`config.mk`:
```
export PLATFORM = sky130hd
export DESIGN_NAME = dq_irq_ctrl
export DESIGN_NICKNAME = d
export VERILOG_FILES = /design/src/dq_irq_ctrl.sv
export SDC_FILE = /design/constraint.sdc
export NUM_CORES = 1
export LEC_CHECK = 0
export BUFFER_PORTS_ARGS = -buffer_cell sky130_fd_sc_hd__buf_2
export CORE_AREA = 5 5 42 44
export DETAILED_ROUTE_END_ITERATION = 12
export DIE_AREA = 0 0 47 49
export GPL_TIMING_DRIVEN = 0
export HOLD_SLACK_MARGIN = 0.12
export PLACE_DENSITY = 0.36
export SLEW_MARGIN = 20
export SYNTH_ARGS = -nofsm -noshare
export SYNTH_HDL_FRONTEND = slang
export SYNTH_SLANG_ARGS = --single-unit
```
`constraint.sdc`:
```
create_clock -name lwb_clk_i -period 1.31 [get_ports lwb_clk_i]
set_input_delay 0.1965 -clock lwb_clk_i [delete_from_list [all_inputs] [get_ports lwb_clk_i]]
set_output_delay 0.1965 -clock lwb_clk_i [all_outputs]
set_load 0.005 [all_outputs]
```
`src/dq_irq_ctrl.sv`:
```
//**************************************************
// host interrupt request
// set on a rising ri or xi while ie is on, held
// until iack_i or until ie goes off
//**************************************************
`timescale 1ns/1ps
`default_nettype none

module dq_irq_ctrl (
   input  logic lwb_clk_i,
   input  logic comb_res,
   input  logic ri_i,        // receive request
   input  logic xi_i,        // transmit request
   input  logic ie_i,        // interrupt enable
   input  logic iack_i,      // host acknowledge
   output logic irq_o
);

   logic req;                // combined request
   logic req_d;              // delayed copy
   logic rise_q;             // rising edge seen with ie on
   logic pend;

   assign req = ri_i | xi_i;

   always_ff @(posedge lwb_clk_i or posedge comb_res) begin
      if (comb_res) begin
         req_d  <= 1'b0;
         rise_q <= 1'b0;
         pend   <= 1'b0;
      end else begin
         req_d  <= req;
         rise_q <= req & ~req_d & ie_i;
         if (!ie_i || iack_i)
            pend <= 1'b0;         // disable or ack drops it
         else if (rise_q)
            pend <= 1'b1;
      end
   end

   assign irq_o = pend;

endmodule

`default_nettype wire

```
==> flow_metrics.py, run 1 <==
metrics = {
    "floorplan": {
        "die_w_um": 47,
        "die-area_mm2": 0.00230,
        "start_util": 0.0750,
        "rows": 14,
        "dieHeight_um": 49,
        "ioPinCount": 7,
        "core_mm2": 0.00140,
    },
    "worst_setup_path": {
        "crit_path_cell_trace": "buf_2",
        "crit_type": "register to output port",
        "path_max_fanout": 2,
        "critPathSlowestCell": "dfrtp_1",
        "cp-end-kind": "output port",
        "crit_arrival_ns": 0.73,
        "cp.required_ns": 1.11,
        "cp-start-kind": "register",
        "cpPeakStageDelay_ns": 0.38,
        "regToRegStartpoint": "irq_o",
        "cp.buffers_inverters": 1,
        "crit_start": "irq_o",
        "crit_family": "flip-flops",
    },
    "drt": {
        "dr.first_iter.drc_count": 0,
        "num_vias": 95,
        "ant_nets": 0,
        "drcViolationCount": 0,
        "wire_per_inst_um": 7.47,
        "dr.pass1.iters": 1,
        "viasPerCell": 2.64,
        "wirelength_um": 269,
    },
    "final_layout": {
        "diodes": 0,
        "fillers": 160,
        "drive_gt1_frac": 0.450,
        "postLayoutCellArea_um2": 201,
        "finalNetCount": 27,
        "area_growth_pct": 91.7,
    },
    "synthesis": {
        "async_reset_ff_frac": 1.00,
        "synth_top_area_frac": 0.714,
        "synth_compound_area_frac": 0,
        "synth.ff_latch_count": 3,
        "yosys_warnings": 0,
        "synth_cell_types": 6,
        "synth.area.top_cells": "dfrtp_1 71%, and3b_1 8.3%, nor3b_1 7.1%, or2_1 6.0%, inv_1 3.6%",
        "synthAdderAreaFrac": 0,
        "seq_area_frac_synth": 0.714,
        "synth_top_family_by_area": "simple AND/OR/NAND/NOR gates",
        "synthCells": 8,
        "synth-xor-area-share": 0,
        "yosysMostFrequentCell": "dfrtp_1",
        "synth_ff_type": "dfrtp_1",
        "syn_nets": 14,
        "avgSynthCellArea_um2": 13.1,
        "yosysTopAreaCell": "dfrtp_1",
        "syn_area_um2": 105,
        "synth.area.mux_share": 0,
        "synthSimpleGateAreaFrac": 0.250,
        "synth_edf_count": 0,
    },
    "timing": {
        "tightest_slew_ns": 0.153,
        "setup_violations": 0,
        "slew_headroom": 0.898,
        "slew_violations": 0,
        "max_clock_freq_mhz": 1070,
        "fin_skew_ns": 0.00298,
        "hold_violations": 0,
        "period_minus_slack_ns": 0.930,
        "period_share": 0.710,
        "finalSetupTns_ns": 0,
        "holdWs_ns": 0.171,
        "rsz0062_at_grt": "false",
    },
    "clock_network": {
        "worst_skew_pair.late_latency_ns": 0.23,
        "post_cts_buffers": 0,
        "cts_tree": "yes",
        "path_clk_slew_ns": 0.03,
        "clock-root-buffer": "clkbuf_4",
        "htreeDepth": 1,
        "holdBufCountCts": 2,
        "cts_resized": 0,
        "cts_buffers": 3,
        "clock-sinks": 3,
        "clk_path_buf_depth": 2,
    },
    "grt": {
        "grt_pass1_vias": 125,
        "grt_usage": 0.0311,
        "grt_overflow": 0,
        "antenna_found_initial": 0,
        "grt_pass1_wl_um": 434,
        "grt_start_max_net_pins": 4,
    },
    "hold_path": {
        "min_from": "ri_i",
        "min_path_type": "input pin to register",
    },
    "flow_run": {
        "cap_violations": 0,
    },
    "place": {
        "placed_cell_area_um2": 155,
        "portBuffers": 6,
        "place_congestion": 0.653,
    },
    "power": {
        "finalPower_w": 0.000274,
        "ir_drop_v": 0.000263,
        "leakage_nw": 0.103,
        "powerDensity_mw_per_mm2": 1360,
    },
    "outcome": {
        "outcome": "complete, no violations",
    },
}
[registers in the layout (all words and copies together), names as in the netlist]
| signal | cells |
|---|---|
| rise_q | 1 |
| irq_o | 1 |
| req_d | 1 |
[cell type report]
| class | count | area [um^2] | share of cell area |
|---|---|---|---|
| clock buffers | 4 | 26.3 | 0.130 |
| well taps | 16 | 20.0 | 0.0994 |
| multi-input cells | 4 | 26.3 | 0.130 |
| repair buffers | 8 | 50.0 | 0.248 |
| inverters | 1 | 3.75 | 0.0186 |
| flip-flops and latches | 3 | 75.1 | 0.373 |
[final timing paths]
path                          end  slack, ns  depth (start not counted)
max                         irq_o       0.38                          1
min reg2reg                rise_q       0.51                          1
min in group asynchronous  rise_q       0.38                          3
max in group asynchronous   req_d       0.80                          3
min                         req_d       0.17                          2
max reg2reg                 irq_o       0.64                          2
[per-stage QoR]
step,util,cells,setup WS [ns]
detailed placement,0.111,30,0.518
global route,0.144,36,0.356
finish,0.144,36,0.380
floorplan,-,8,0.628
CTS,0.144,36,0.373
global placement,0.111,30,0.522
[placed cells by master (no fill, tap or decap)]
| cell type | count |
|---|---|
| dlygate4sd3_1 | 2 |
| nor2_1 | 1 |
| buf_2 | 6 |
| clkbuf_4 | 3 |
| and3b_1 | 1 |
| nor3b_1 | 1 |
| inv_1 | 1 |
| clkbuf_1 | 1 |
| dfrtp_1 | 3 |
| or2_1 | 1 |
[routing by layer]
metal,up-vias,wire [um],track usage
met5,-,0,0
met4,0,0,0.0553
met3,0,52,0.0185
met2,7,95,0.0271
met1,40,121,0.0333
li1,48,-,-
[where the power goes]
part	switching [W]	total [W]	internal, W
registers	0.00000104	0.0000975	0.0000965
logic	0.00000642	0.0000185	0.0000121
clock network	0.0000437	0.000157	0.000114
total	0.0000511	0.000274	0.000222
[cells by family (layout without fill, tap and decap cells)]
| family | Yosys count | count (layout) |
|---|---|---|
| buffers and inverters | 1 | 13 |
| DFF | 3 | 3 |
| and+or+nand+nor | 4 | 4 |
No activity file was read; power rests on OpenSTA's default activity.
==> inputs of run 2 (changes only) <==
==> constraint.sdc (replaced) <==
create_clock -name lwb_clk_i -period 0.9 [get_ports lwb_clk_i]
set_input_delay 0.135 -clock lwb_clk_i [delete_from_list [all_inputs] [get_ports lwb_clk_i]]
set_output_delay 0.135 -clock lwb_clk_i [all_outputs]
set_load 0.005 [all_outputs]
==> flow_metrics.py, run 2 (synthesized netlist as in run 1, its figures left out) <==
metrics = {
    "worst_setup_path": {
        "crit_type": "register to output port",
        "cpPeakStageDelay_ns": 0.38,
        "r2r_end": "irq_o",
        "critPathSlowestCell": "dfrtp_1",
        "regToRegStartpoint": "irq_o",
        "path_max_fanout": 2,
        "cp-start-kind": "register",
        "crit_family": "flip-flops",
        "crit_arrival_ns": 0.73,
        "ff2ff_path_depth": 2,
        "cp-end-kind": "output port",
        "crit_path_cell_trace": "buf_2",
        "cp.required_ns": 0.76,
        "cp.buffers_inverters": 1,
        "r2r_setup_slack_ns": 0.23,
    },
    "timing": {
        "setup_violations": 0,
        "fin_skew_ns": 0.00303,
        "tightest_slew_ns": 0.152,
        "rsz0062_at_grt": "false",
        "holdWs_ns": 0.119,
        "max_clock_freq_mhz": 1150,
        "finalSetupTns_ns": 0,
        "period_minus_slack_ns": 0.868,
        "slew_headroom": 0.898,
        "slew_violations": 0,
        "hold_violations": 0,
        "period_share": 0.965,
    },
    "floorplan": {
        "dieHeight_um": 49,
        "ioPinCount": 7,
        "rows": 14,
        "die_w_um": 47,
        "die-area_mm2": 0.00230,
        "core_mm2": 0.00140,
        "start_util": 0.0750,
    },
    "final_layout": {
        "final_common_cell": "buf_2",
        "area_growth_pct": 91.7,
        "drive_gt1_frac": 0.450,
        "diodes": 0,
        "instances_no_fill": 36,
        "fillers": 160,
        "seq_area_um2": 75.1,
        "finalNetCount": 27,
        "layout_common_cells": "6 x buf_2, 3 x clkbuf_4, 3 x dfrtp_1",
        "final_util": 0.144,
        "multi_input_area_um2": 26.3,
    },
    "outcome": {
        "outcome": "complete, no violations",
    },
    "grt": {
        "grt_start_max_net_pins": 4,
        "grt_overflow": 0,
        "grt_pass1_wl_um": 489,
        "grt_pass1_vias": 137,
        "antenna_found_initial": 0,
        "grt_usage": 0.0346,
    },
    "hold_path": {
        "holdPathStages": 2,
        "min_path_type": "input pin to register",
        "holdPathEnd": "req_d",
        "min_from": "ri_i",
    },
    "clock_network": {
        "clock-sinks": 3,
        "cts_resized": 0,
        "htreeDepth": 1,
        "cts_tree": "yes",
        "cts_buffers": 3,
        "clk_path_buf_depth": 2,
        "clock-root-buffer": "clkbuf_4",
        "post_cts_buffers": 0,
        "worst_skew_pair.late_latency_ns": 0.23,
        "path_clk_slew_ns": 0.03,
    },
    "drt": {
        "drcViolationCount": 0,
        "dr.first_iter.drc_count": 0,
        "wirelength_um": 297,
        "wire_per_inst_um": 8.25,
        "viasPerCell": 2.61,
        "dr.pass1.iters": 1,
        "ant_nets": 0,
        "num_vias": 94,
    },
    "power": {
        "ir_drop_v": 0.000384,
        "leakage_nw": 0.103,
        "powerDensity_mw_per_mm2": 1970,
    },
    "place": {
        "place_congestion": 0.653,
        "portBuffers": 6,
        "dp.cells": 30,
    },
    "flow_run": {
        "cap_violations": 0,
    },
}
-- run 2: cell counts in the layout (fill, tap and decap cells not counted) --
Identical to the previous run, type by type.
-- run 2: worst max-delay path by stage --
stage           from      to  slack (ns)  depth (start not counted)
2_1_floorplan  irq_o   irq_o        0.27                          2
5_1_grt        irq_o   irq_o       0.008                          1
6_report       irq_o   irq_o        0.03                          1
3_3_place_gp    xi_i  rise_q        0.17                          3
3_5_place_dp    xi_i  rise_q        0.17                          3
4_1_cts         xi_i   req_d        0.02                          3
-- run 2: routing by layer --
| metal | wire length (um) | vias up | global-route usage |
|---|---|---|---|
| li1 | - | 49 | - |
| met1 | 123 | 38 | 0.0355 |
| met2 | 119 | 7 | 0.0362 |
| met3 | 54 | 0 | 0.0185 |
| met4 | 0 | 0 | 0.0553 |
| met5 | 0 | - | 0 |
-- run 2: repair_timing --
action,4_1_cts,5_1_grt
hold buffers,3,0
setup endpoints to repair,0,1
endpoints found under the hold margin,5,0
-- run 2: power by group --
| part | switching [W] | leakage [nW] | internal, W |
|---|---|---|---|
| Combinational | 0.00000981 | 0.0503 | 0.0000177 |
| Sequential | 0.00000167 | 0.0377 | 0.000140 |
| Clock | 0.0000626 | 0.0150 | 0.000166 |
| Total | 0.0000741 | 0.103 | 0.000324 |
-- run 2: final cells by class --
class	instances	share of cell area
Tap cell	16	0.0994
Sequential cell	3	0.373
Inverter	1	0.0186
Clock buffer	4	0.130
Timing Repair Buffer	8	0.248
Multi-Input combinational cell	4	0.130
-- run 2: stage by stage --
step                      worst slack (ns)  area [um^2]  total power (W)
after floorplan                      0.272          105         0.000151
after global placement               0.174          155         0.000162
after detailed placement             0.169          155         0.000164
after CTS                           0.0161          211         0.000418
after global routing               0.00753          201         0.000422
final                               0.0319          201         0.000398
