===== src/dq_defs.svh =====
//**************************************************
// shared widths, register offsets, station address
// ROM contents and bus ack delay of the register block
// include wherever these values are needed
//**************************************************
`ifndef DQ_DEFS_SVH
`define DQ_DEFS_SVH

`default_nettype none

// bus geometry
`define DQ_DAT_W       16        // data bus width
`define DQ_ADR_W       3         // word address width
`define DQ_SEL_W       2         // byte selects

`define DQ_ACK_STAGES  2         // ack shift chain length

// station address bytes 0..5, checksum in bytes 6..7, byte 0 lowest
`define DQ_SA_ROM      64'hC3A5_6F5E_4D3C_1A02

// register word offsets
`define DQ_RDL_LO      3'd2      // receive list low
`define DQ_RDL_HI      3'd3      // receive list high
`define DQ_TDL_LO      3'd4      // transmit list low
`define DQ_TDL_HI      3'd5      // transmit list high
`define DQ_VAR         3'd6      // vector address reg
`define DQ_CSR         3'd7      // control/status reg

`default_nettype wire

`endif

===== src/dq_port_if.sv =====
//**************************************************
// one bus port of the register block
// pins from the top, strobes and ack from the
// arbiter, read data from the register file
//**************************************************
`timescale 1ns/1ps
`include "dq_defs.svh"
`default_nettype none

interface dq_port_if;

   logic                  cyc;      // bus cycle
   logic                  stb;      // register strobe
   logic                  we;       // 1 = write
   logic [`DQ_ADR_W-1:0]  adr;      // word offset
   logic [`DQ_SEL_W-1:0]  sel;      // byte lanes
   logic [`DQ_DAT_W-1:0]  wdat;     // write data
   logic [`DQ_DAT_W-1:0]  rdat;     // read data, valid with ack

   logic                  ack;      // cycle done
   logic                  rd_req;   // read strobe to regfile
   logic                  wr_req;   // write strobe to regfile

   modport arb (
      input  cyc,
      input  stb,
      input  we,
      output ack,
      output rd_req,
      output wr_req
   );

   modport regs (
      input  rd_req,
      input  wr_req,
      input  adr,
      input  sel,
      input  wdat,
      output rdat
   );

endinterface

`default_nettype wire


===== src/dq_bus_arbiter.sv =====
//**************************************************
// grants the register block to one bus at a time
// host bus wins a tie; ack comes after the shift
// chain fills and drops as soon as the cycle ends
//**************************************************
`timescale 1ns/1ps
`include "dq_defs.svh"
`default_nettype none

module dq_bus_arbiter (
   input  logic     lwb_clk_i,
   input  logic     comb_res,
   dq_port_if.arb   ext_p,      // host bus
   dq_port_if.arb   int_p       // firmware bus
);

   // index 0 is the host bus, index 1 the firmware bus
   logic [1:0]                 req;        // cyc & stb
   logic [1:0]                 cyc;
   logic [1:0]                 we;
   logic [1:0]                 gnt;        // grant flags
   logic [1:0]                 ack;
   logic [1:0]                 stb_q;      // qualified strobe
   logic [`DQ_ACK_STAGES-1:0]  ack_sr [2]; // ack delay chains

   assign cyc = {int_p.cyc, ext_p.cyc};
   assign req = {int_p.cyc & int_p.stb, ext_p.cyc & ext_p.stb};
   assign we  = {int_p.we, ext_p.we};

   //**************************************************
   // grant, held until cyc drops
   always_ff @(posedge lwb_clk_i or posedge comb_res) begin
      if (comb_res) begin
         gnt <= 2'b00;
      end else begin
         for (int i = 0; i < 2; i++) begin
            if (gnt[i] && !cyc[i])
               gnt[i] <= 1'b0;            // release after cycle
         end
         if (gnt == 2'b00) begin
            if (req[0])
               gnt[0] <= 1'b1;            // host has priority
            else if (req[1])
               gnt[1] <= 1'b1;
         end
      end
   end

   // ack chains, held clear while not granted
   always_ff @(posedge lwb_clk_i or posedge comb_res) begin
      if (comb_res) begin
         ack_sr[0] <= '0;
         ack_sr[1] <= '0;
      end else begin
         for (int i = 0; i < 2; i++) begin
            if (!gnt[i])
               ack_sr[i] <= '0;
            else
               ack_sr[i] <= {ack_sr[i][`DQ_ACK_STAGES-2:0], req[i]};
         end
      end
   end

   assign ack[0]   = req[0] & ack_sr[0][`DQ_ACK_STAGES-1];
   assign ack[1]   = req[1] & ack_sr[1][`DQ_ACK_STAGES-1];
   assign stb_q    = gnt & req & ~ack;     // active until ack

   assign ext_p.ack    = ack[0];
   assign ext_p.rd_req = stb_q[0] & ~we[0];
   assign ext_p.wr_req = stb_q[0] & we[0];
   assign int_p.ack    = ack[1];
   assign int_p.rd_req = stb_q[1] & ~we[1];
   assign int_p.wr_req = stb_q[1] & we[1];

endmodule

`default_nettype wire


===== src/flat_wrapper.sv =====
// flat-port wrapper written by rule: the top's interface ports become plain ports
module dq_bus_arbiter_flat 
  (lwb_clk_i, comb_res, ext_p_cyc, ext_p_stb, ext_p_we, ext_p_ack, ext_p_rd_req, ext_p_wr_req, int_p_cyc, int_p_stb, int_p_we, int_p_ack, int_p_rd_req, int_p_wr_req);
  dq_port_if ext_p_i ();
  dq_port_if int_p_i ();
  input  logic lwb_clk_i;
  input  logic comb_res;
  input wire logic [$bits(ext_p_i.cyc)-1:0] ext_p_cyc;
  input wire logic [$bits(ext_p_i.stb)-1:0] ext_p_stb;
  input wire logic [$bits(ext_p_i.we)-1:0] ext_p_we;
  output wire logic [$bits(ext_p_i.ack)-1:0] ext_p_ack;
  output wire logic [$bits(ext_p_i.rd_req)-1:0] ext_p_rd_req;
  output wire logic [$bits(ext_p_i.wr_req)-1:0] ext_p_wr_req;
  input wire logic [$bits(int_p_i.cyc)-1:0] int_p_cyc;
  input wire logic [$bits(int_p_i.stb)-1:0] int_p_stb;
  input wire logic [$bits(int_p_i.we)-1:0] int_p_we;
  output wire logic [$bits(int_p_i.ack)-1:0] int_p_ack;
  output wire logic [$bits(int_p_i.rd_req)-1:0] int_p_rd_req;
  output wire logic [$bits(int_p_i.wr_req)-1:0] int_p_wr_req;
  assign ext_p_i.cyc = ext_p_cyc;
  assign ext_p_i.stb = ext_p_stb;
  assign ext_p_i.we = ext_p_we;
  assign ext_p_ack = ext_p_i.ack;
  assign ext_p_rd_req = ext_p_i.rd_req;
  assign ext_p_wr_req = ext_p_i.wr_req;
  assign int_p_i.cyc = int_p_cyc;
  assign int_p_i.stb = int_p_stb;
  assign int_p_i.we = int_p_we;
  assign int_p_ack = int_p_i.ack;
  assign int_p_rd_req = int_p_i.rd_req;
  assign int_p_wr_req = int_p_i.wr_req;
  dq_bus_arbiter u_core (.lwb_clk_i(lwb_clk_i), .comb_res(comb_res), .ext_p(ext_p_i), .int_p(int_p_i));
endmodule

===== config.mk =====
export PLATFORM = sky130hd
export DESIGN_NAME = dq_bus_arbiter_flat
export DESIGN_NICKNAME = d
export VERILOG_FILES = /design/src/dq_port_if.sv /design/src/dq_bus_arbiter.sv /design/src/flat_wrapper.sv
export VERILOG_INCLUDE_DIRS = /design/src
export SDC_FILE = /design/constraint.sdc
export NUM_CORES = 1
export LEC_CHECK = 0
export ABC_CLOCK_PERIOD_IN_PS = 900
export BUFFER_PORTS_ARGS = -buffer_cell sky130_fd_sc_hd__buf_2
export CAP_MARGIN = 20
export CORE_AREA = 2 2 39 41
export DETAILED_ROUTE_END_ITERATION = 8
export DIE_AREA = 0 0 41 43
export HOLD_SLACK_MARGIN = 0.15
export PLACE_DENSITY = 0.55
export REMOVE_ABC_BUFFERS = 1
export SYNTH_ARGS = -nofsm -noshare
export SYNTH_HDL_FRONTEND = slang
export SYNTH_SLANG_ARGS = --single-unit

===== constraint.sdc =====
create_clock -name lwb_clk_i -period 0.9 [get_ports lwb_clk_i]
set_clock_uncertainty 0.05 [all_clocks]
set_input_delay 0.135 -clock lwb_clk_i [delete_from_list [all_inputs] [get_ports lwb_clk_i]]
set_output_delay 0.135 -clock lwb_clk_i [all_outputs]
set_load 0.03 [all_outputs]

==> impl_metrics.yaml, run 1 <==
critical_path:
  cp_max_fo: 3
  worst_ep_required_time_ns: 0.71
  crit_path_end_kind: "primary output"
  arrival_ns: 1.04
  cp-start-kind: "flip-flop"
  rr_worst_depth: 3
  crit_type: "reg2out"
floorplan:
  initial_utilization_pct: 19.9
  core-area_um2: 1380
  die_area_um2: 1760
  chipHeight_um: 43
  num_rows: 14
  io_pins: 14
  die_w_um: 41
timing:
  setup_slack_ns: -0.326
  final-setup-viol-count: 6
  maxSlewHeadroom_pct: 84.2
  slew_viol_final: 0
  fmax_ghz: 0.816
  finalCriticalPeriod_ns: 1.23
  hold_viol_final: 0
  tightest_slew_ns: 0.236
  period_share_pct: 136
  rsz0062_at_grt: "yes"
route:
  via_per_inst: 3.94
  drcViolationCount: 0
  num_vias: 260
  antenna_left: 0
  drtPass1Iterations: 1
  wire_per_inst_um: 8.64
  dr.first_iter.drc_count: 0
  routed_wl_um: 570
clock_tree:
  cts_buffer_depth: 2
  root_buffer: "clkbuf_4"
  cts_buffers: 3
  clock-sinks: 6
  clkSlewWorstSetupHoldPaths_ns: 0.05
  clock_latency_ns: 0.24
  tritoncts: "yes"
  htree_num_levels: 1
placed_design:
  dpl.hpwl_um: 433
  dp.cells: 59
  place.gp.congestion: 0.651
  port_buffers: 13
outcome:
  failed_checks: "setup timing"
  status: "finished with violations"
finish:
  areaGrowthSynthToFinish_pct: 85.0
  stdcell_count: 66
  nets: 60
  nFillCells: 145
  final_layout_size_suffix_gt1_share_pct: 68.0
  antenna_cells: 0
synth:
  yosys.area.top_type: "dfrtp_1"
  synth_cell_types: 12
  synthFlopType: "dfrtp_1"
  ys_top_cells_by_area: "dfrtp_1, nor3b_2, inv_1"
  synth_seq_area_share_pct: 54.5
  syn_inst: 24
  yosys_warnings: 0
  yosys_register_bits: 6
  synth_edf_count: 0
  netlist_top_cells_count: "dfrtp_1, inv_1"
  synth_most_common_cell: "dfrtp_1"
  async_flop_share_pct: 100
  netlist_area_um2: 275
  syn-mean-instance-area_um2: 11.5
  netlist.area_leader.share_pct: 54.5
grt:
  groute.usage.overall_pct: 9.10
  grt_overflow: 0
  antenna_found_initial: 0
  first_global_vias: 293
  grt_pass1_wl_um: 1050
  grt_max_degree: 7
power:
  leakage_uw: 0.000272
  vdd_ir_drop_max_mv: 0.609
  power.total_uw: 641
  power.density_nw_per_um2: 1260
min_path:
  worstHoldPathCells: 3
  holdCritPathClass: "in2reg"
run:
  max_cap_viol_count: 0
-- metrics by stage --
step | hold slack, ns | area [um2] | setup TNS [ns] | util (%) | worst slack (ns)
after CTS | 0.168 | 502 | -1.74 | 36.3 | -0.339
after floorplan | -0.124 | 275 | -1.30 | - | -0.424
after global placement | 0.0100 | 405 | -0.511 | 29.3 | -0.163
final | 0.175 | 509 | -1.70 | 36.8 | -0.326
after detailed placement | 0.0118 | 405 | -0.566 | 29.3 | -0.196
after global routing | 0.194 | 509 | -2.14 | 36.8 | -0.396
-- registers in the layout, indices dropped and copies added (netlist names) --
| register | cells |
|---|---|
| u_core.ack_sr | 4 |
| u_core.gnt | 2 |
-- what timing repair did --
| item | in CTS | in global routing |
|---|---|---|
| hold endpoints to repair | 6 | 0 |
| pin swaps | 5 | 2 |
| buffers inserted | 3 | 0 |
| resized for setup | 12 | 2 |
| hold buffers | 1 | 0 |
| setup endpoints to repair | 7 | 9 |
-- placed cells by master, fill, tap and decap left out, drive strengths merged --
cell type	synthesis	layout
nor2b	1	1
buf	0	22
nand3	2	2
dlygate4sd3	0	1
dfrtp	6	6
inv	4	4
and3	2	2
nor3	2	2
and2	2	2
nor3b	2	2
o21a	2	2
clkbuf	0	3
a211oi	1	1
-- per-layer routing --
layer	vias up	wire length [um]	GRT usage, %	share of wire [%]
li1	132	-	-	-
met1	115	264	11.2	46
met2	13	247	12.8	43
met3	0	58	3.14	10
met4	0	0	6.00	0
met5	-	0	0	0
-- worst max-delay path, cell delays in order, from the launching register on --
cell,delay (ns)
dfrtp_1,0.36
nand3_2,0.10
nor3b_2,0.16
buf_4,0.18
-- cell families (layout without fill, tap and decap cells) --
group / count (synthesis) / after routing / share of synthesized area [%]
flops: 6 / 6 / 54.5
simple gates: 11 / 11 / 30.0
buf+inv: 4 / 30 / 5.45
compound gates: 3 / 3 / 10.0
-- cell type report --
| cell class | instances | area (um2) | area share (%) |
|---|---|---|---|
| repair buffers | 23 | 165 | 32.4 |
| flip-flops and latches | 6 | 150 | 29.5 |
| multi-input cells | 14 | 136 | 26.8 |
| clock buffers | 3 | 22.5 | 4.42 |
| well taps | 16 | 20.0 | 3.93 |
| inverters | 4 | 15.0 | 2.95 |
-- path summary, 6_finish.rpt --
kind | slack [ns] | startpoint | end
max in group asynchronous | 0.30 | comb_res | u_core.ack_sr[2]
min in group asynchronous | 0.30 | comb_res | u_core.gnt[1]
setup / recovery | -0.33 | u_core.gnt[1] | int_p_wr_req
hold / removal | 0.18 | int_p_cyc | u_core.gnt[1]
hold reg to reg | 0.41 | u_core.ack_sr[2] | u_core.ack_sr[3]
setup reg to reg | 0 | u_core.gnt[0] | u_core.gnt[1]
-- report_power, final --
group | leakage, uW | switching (uW) | total (uW) | internal [uW]
Combinational | 0.000177 | 49.1 | 112 | 62.5
Clock | 0.0000138 | 89.9 | 240 | 150
Sequential | 0.0000811 | 7.14 | 289 | 282
Note: power is estimated with default switching activity, not from simulation.
==> run 2, diff against run 1 <==
Settings changed: BUFFER_PORTS_ARGS -buffer_cell sky130_fd_sc_hd__buf_2 to -buffer_cell sky130_fd_sc_hd__clkbuf_2.
==> impl_metrics.yaml, run 2 (synthesis results as in run 1) <==
grt:
  first_global_vias: 299
  antenna_found_initial: 0
  grt_max_degree: 7
  groute.usage.overall_pct: 11.3
  grt_overflow: 0
  grt_pass1_wl_um: 1240
finish:
  top_regs: "u_core.ack_sr: 4 flops, u_core.gnt: 2 flops"
  nFillCells: 138
  antenna_cells: 0
  nets: 60
  final_layout_size_suffix_gt1_share_pct: 68.0
  layout_commonest_cell: "buf_4"
  stdcell_area_um2: 539
  areaGrowthSynthToFinish_pct: 95.9
  final_cell_mix: "buf_4, clkbuf_2, dfrtp_1"
  top_register: "u_core.ack_sr"
  largest_reg_flops: 4
critical_path:
  crit_path_end_kind: "primary output"
  cp_max_fo: 3
  cp-start-kind: "flip-flop"
  arrival_ns: 1.10
  crit_type: "reg2out"
  worst_ep_required_time_ns: 0.71
clock_tree:
  cts_buffers: 3
  htree_num_levels: 1
  holdBufCountCts: 1
  clock-sinks: 6
  clock_latency_ns: 0.25
  tritoncts: "yes"
  cts_buffer_depth: 2
  clkSlewWorstSetupHoldPaths_ns: 0.05
  root_buffer: "clkbuf_4"
timing:
  tightest_slew_ns: 0.228
  period_share_pct: 143
  hold_viol_final: 0
  setup_slack_ns: -0.383
  finalCriticalPeriod_ns: 1.28
  fin_tns_setup_ns: -2.17
  final-setup-viol-count: 9
  fmax_ghz: 0.780
  rsz0062_at_grt: "yes"
  slew_viol_final: 0
  maxSlewHeadroom_pct: 84.8
route:
  via_per_inst: 3.97
  drcViolationCount: 0
  wire_per_inst_um: 10.3
  dr.first_iter.drc_count: 2
  antenna_left: 0
  num_vias: 262
  routed_wl_um: 679
  drtPass1Iterations: 2
placed_design:
  post_dp_cell_area_um2: 405
  dpl.hpwl_um: 426
  place.gp.congestion: 0.652
  port_buffers: 13
floorplan:
  die_area_um2: 1760
  num_rows: 14
  io_pins: 14
  initial_utilization_pct: 19.9
  core-area_um2: 1380
  die_w_um: 41
  chipHeight_um: 43
power:
  leakage_uw: 0.000278
  power.density_nw_per_um2: 1240
  vdd_ir_drop_max_mv: 0.784
min_path:
  holdCritPathClass: "in2reg"
outcome:
  status: "finished with violations"
  failed_checks: "setup timing"
run:
  max_cap_viol_count: 0
-- run 2: worst max-delay path: stages, from the launching register on --
cell	delay, ns
dfrtp_1	0.38
nand3_4	0.10
nor3b_2	0.19
clkbuf_8	0.18
-- run 2: path summary, 6_finish.rpt --
check                                  from          endpoint  slack, ns  cells past startpoint
min in group asynchronous          comb_res  u_core.ack_sr[3]       0.27                      3
min reg2reg                u_core.ack_sr[0]  u_core.ack_sr[1]       0.41                      1
max reg2reg                   u_core.gnt[0]     u_core.gnt[1]      -0.13                      4
max                           u_core.gnt[0]      ext_p_wr_req      -0.38                      3
min                               int_p_stb  u_core.ack_sr[0]       0.11                      3
max in group asynchronous          comb_res  u_core.ack_sr[2]       0.34                      3
-- run 2: final cells by class --
cell class / count / area [um2] / share of cell area [%]
repair buffers: 23 / 195 / 36.2
multi-input cells: 14 / 136 / 25.3
clock buffers: 3 / 22.5 / 4.18
flip-flops and latches: 6 / 150 / 27.8
inverters: 4 / 15.0 / 2.78
well taps: 16 / 20.0 / 3.71
-- run 2: metal layers --
metal | global-route usage, % | part of all wire, %
met1 | 13.5 | 41
met5 | 0 | 0
met2 | 14.7 | 48
met4 | 4.00 | 0
met3 | 9.42 | 11
-- run 2: metrics by stage --
| stage | std cells | util [%] | setup WS, ns | power (uW) | hold WS, ns |
|---|---|---|---|---|---|
| global route | 66 | 39.0 | -0.458 | 726 | 0.121 |
| finish | 66 | 39.0 | -0.383 | 668 | 0.107 |
| global placement | 59 | 29.3 | -0.176 | 380 | -0.00687 |
| CTS | 65 | 37.1 | -0.368 | 672 | 0.0936 |
| detailed placement | 59 | 29.3 | -0.210 | 381 | -0.00475 |
| floorplan | 24 | - | -0.424 | 329 | -0.124 |
-- run 2: timing repair --
item                       CTS  global route
gates cloned                 0             0
pin swaps                    6             5
hold endpoints to repair     7             1
setup endpoints to repair    7             9
gates resized for setup     14             7
buffers inserted             3             1
-- run 2: where the power goes --
group / internal (uW) / switching (uW) / leakage [uW]
combinational: 66.5 / 50.9 / 0.000183
sequential: 282 / 8.09 / 0.0000811
clock: 152 / 109 / 0.0000138
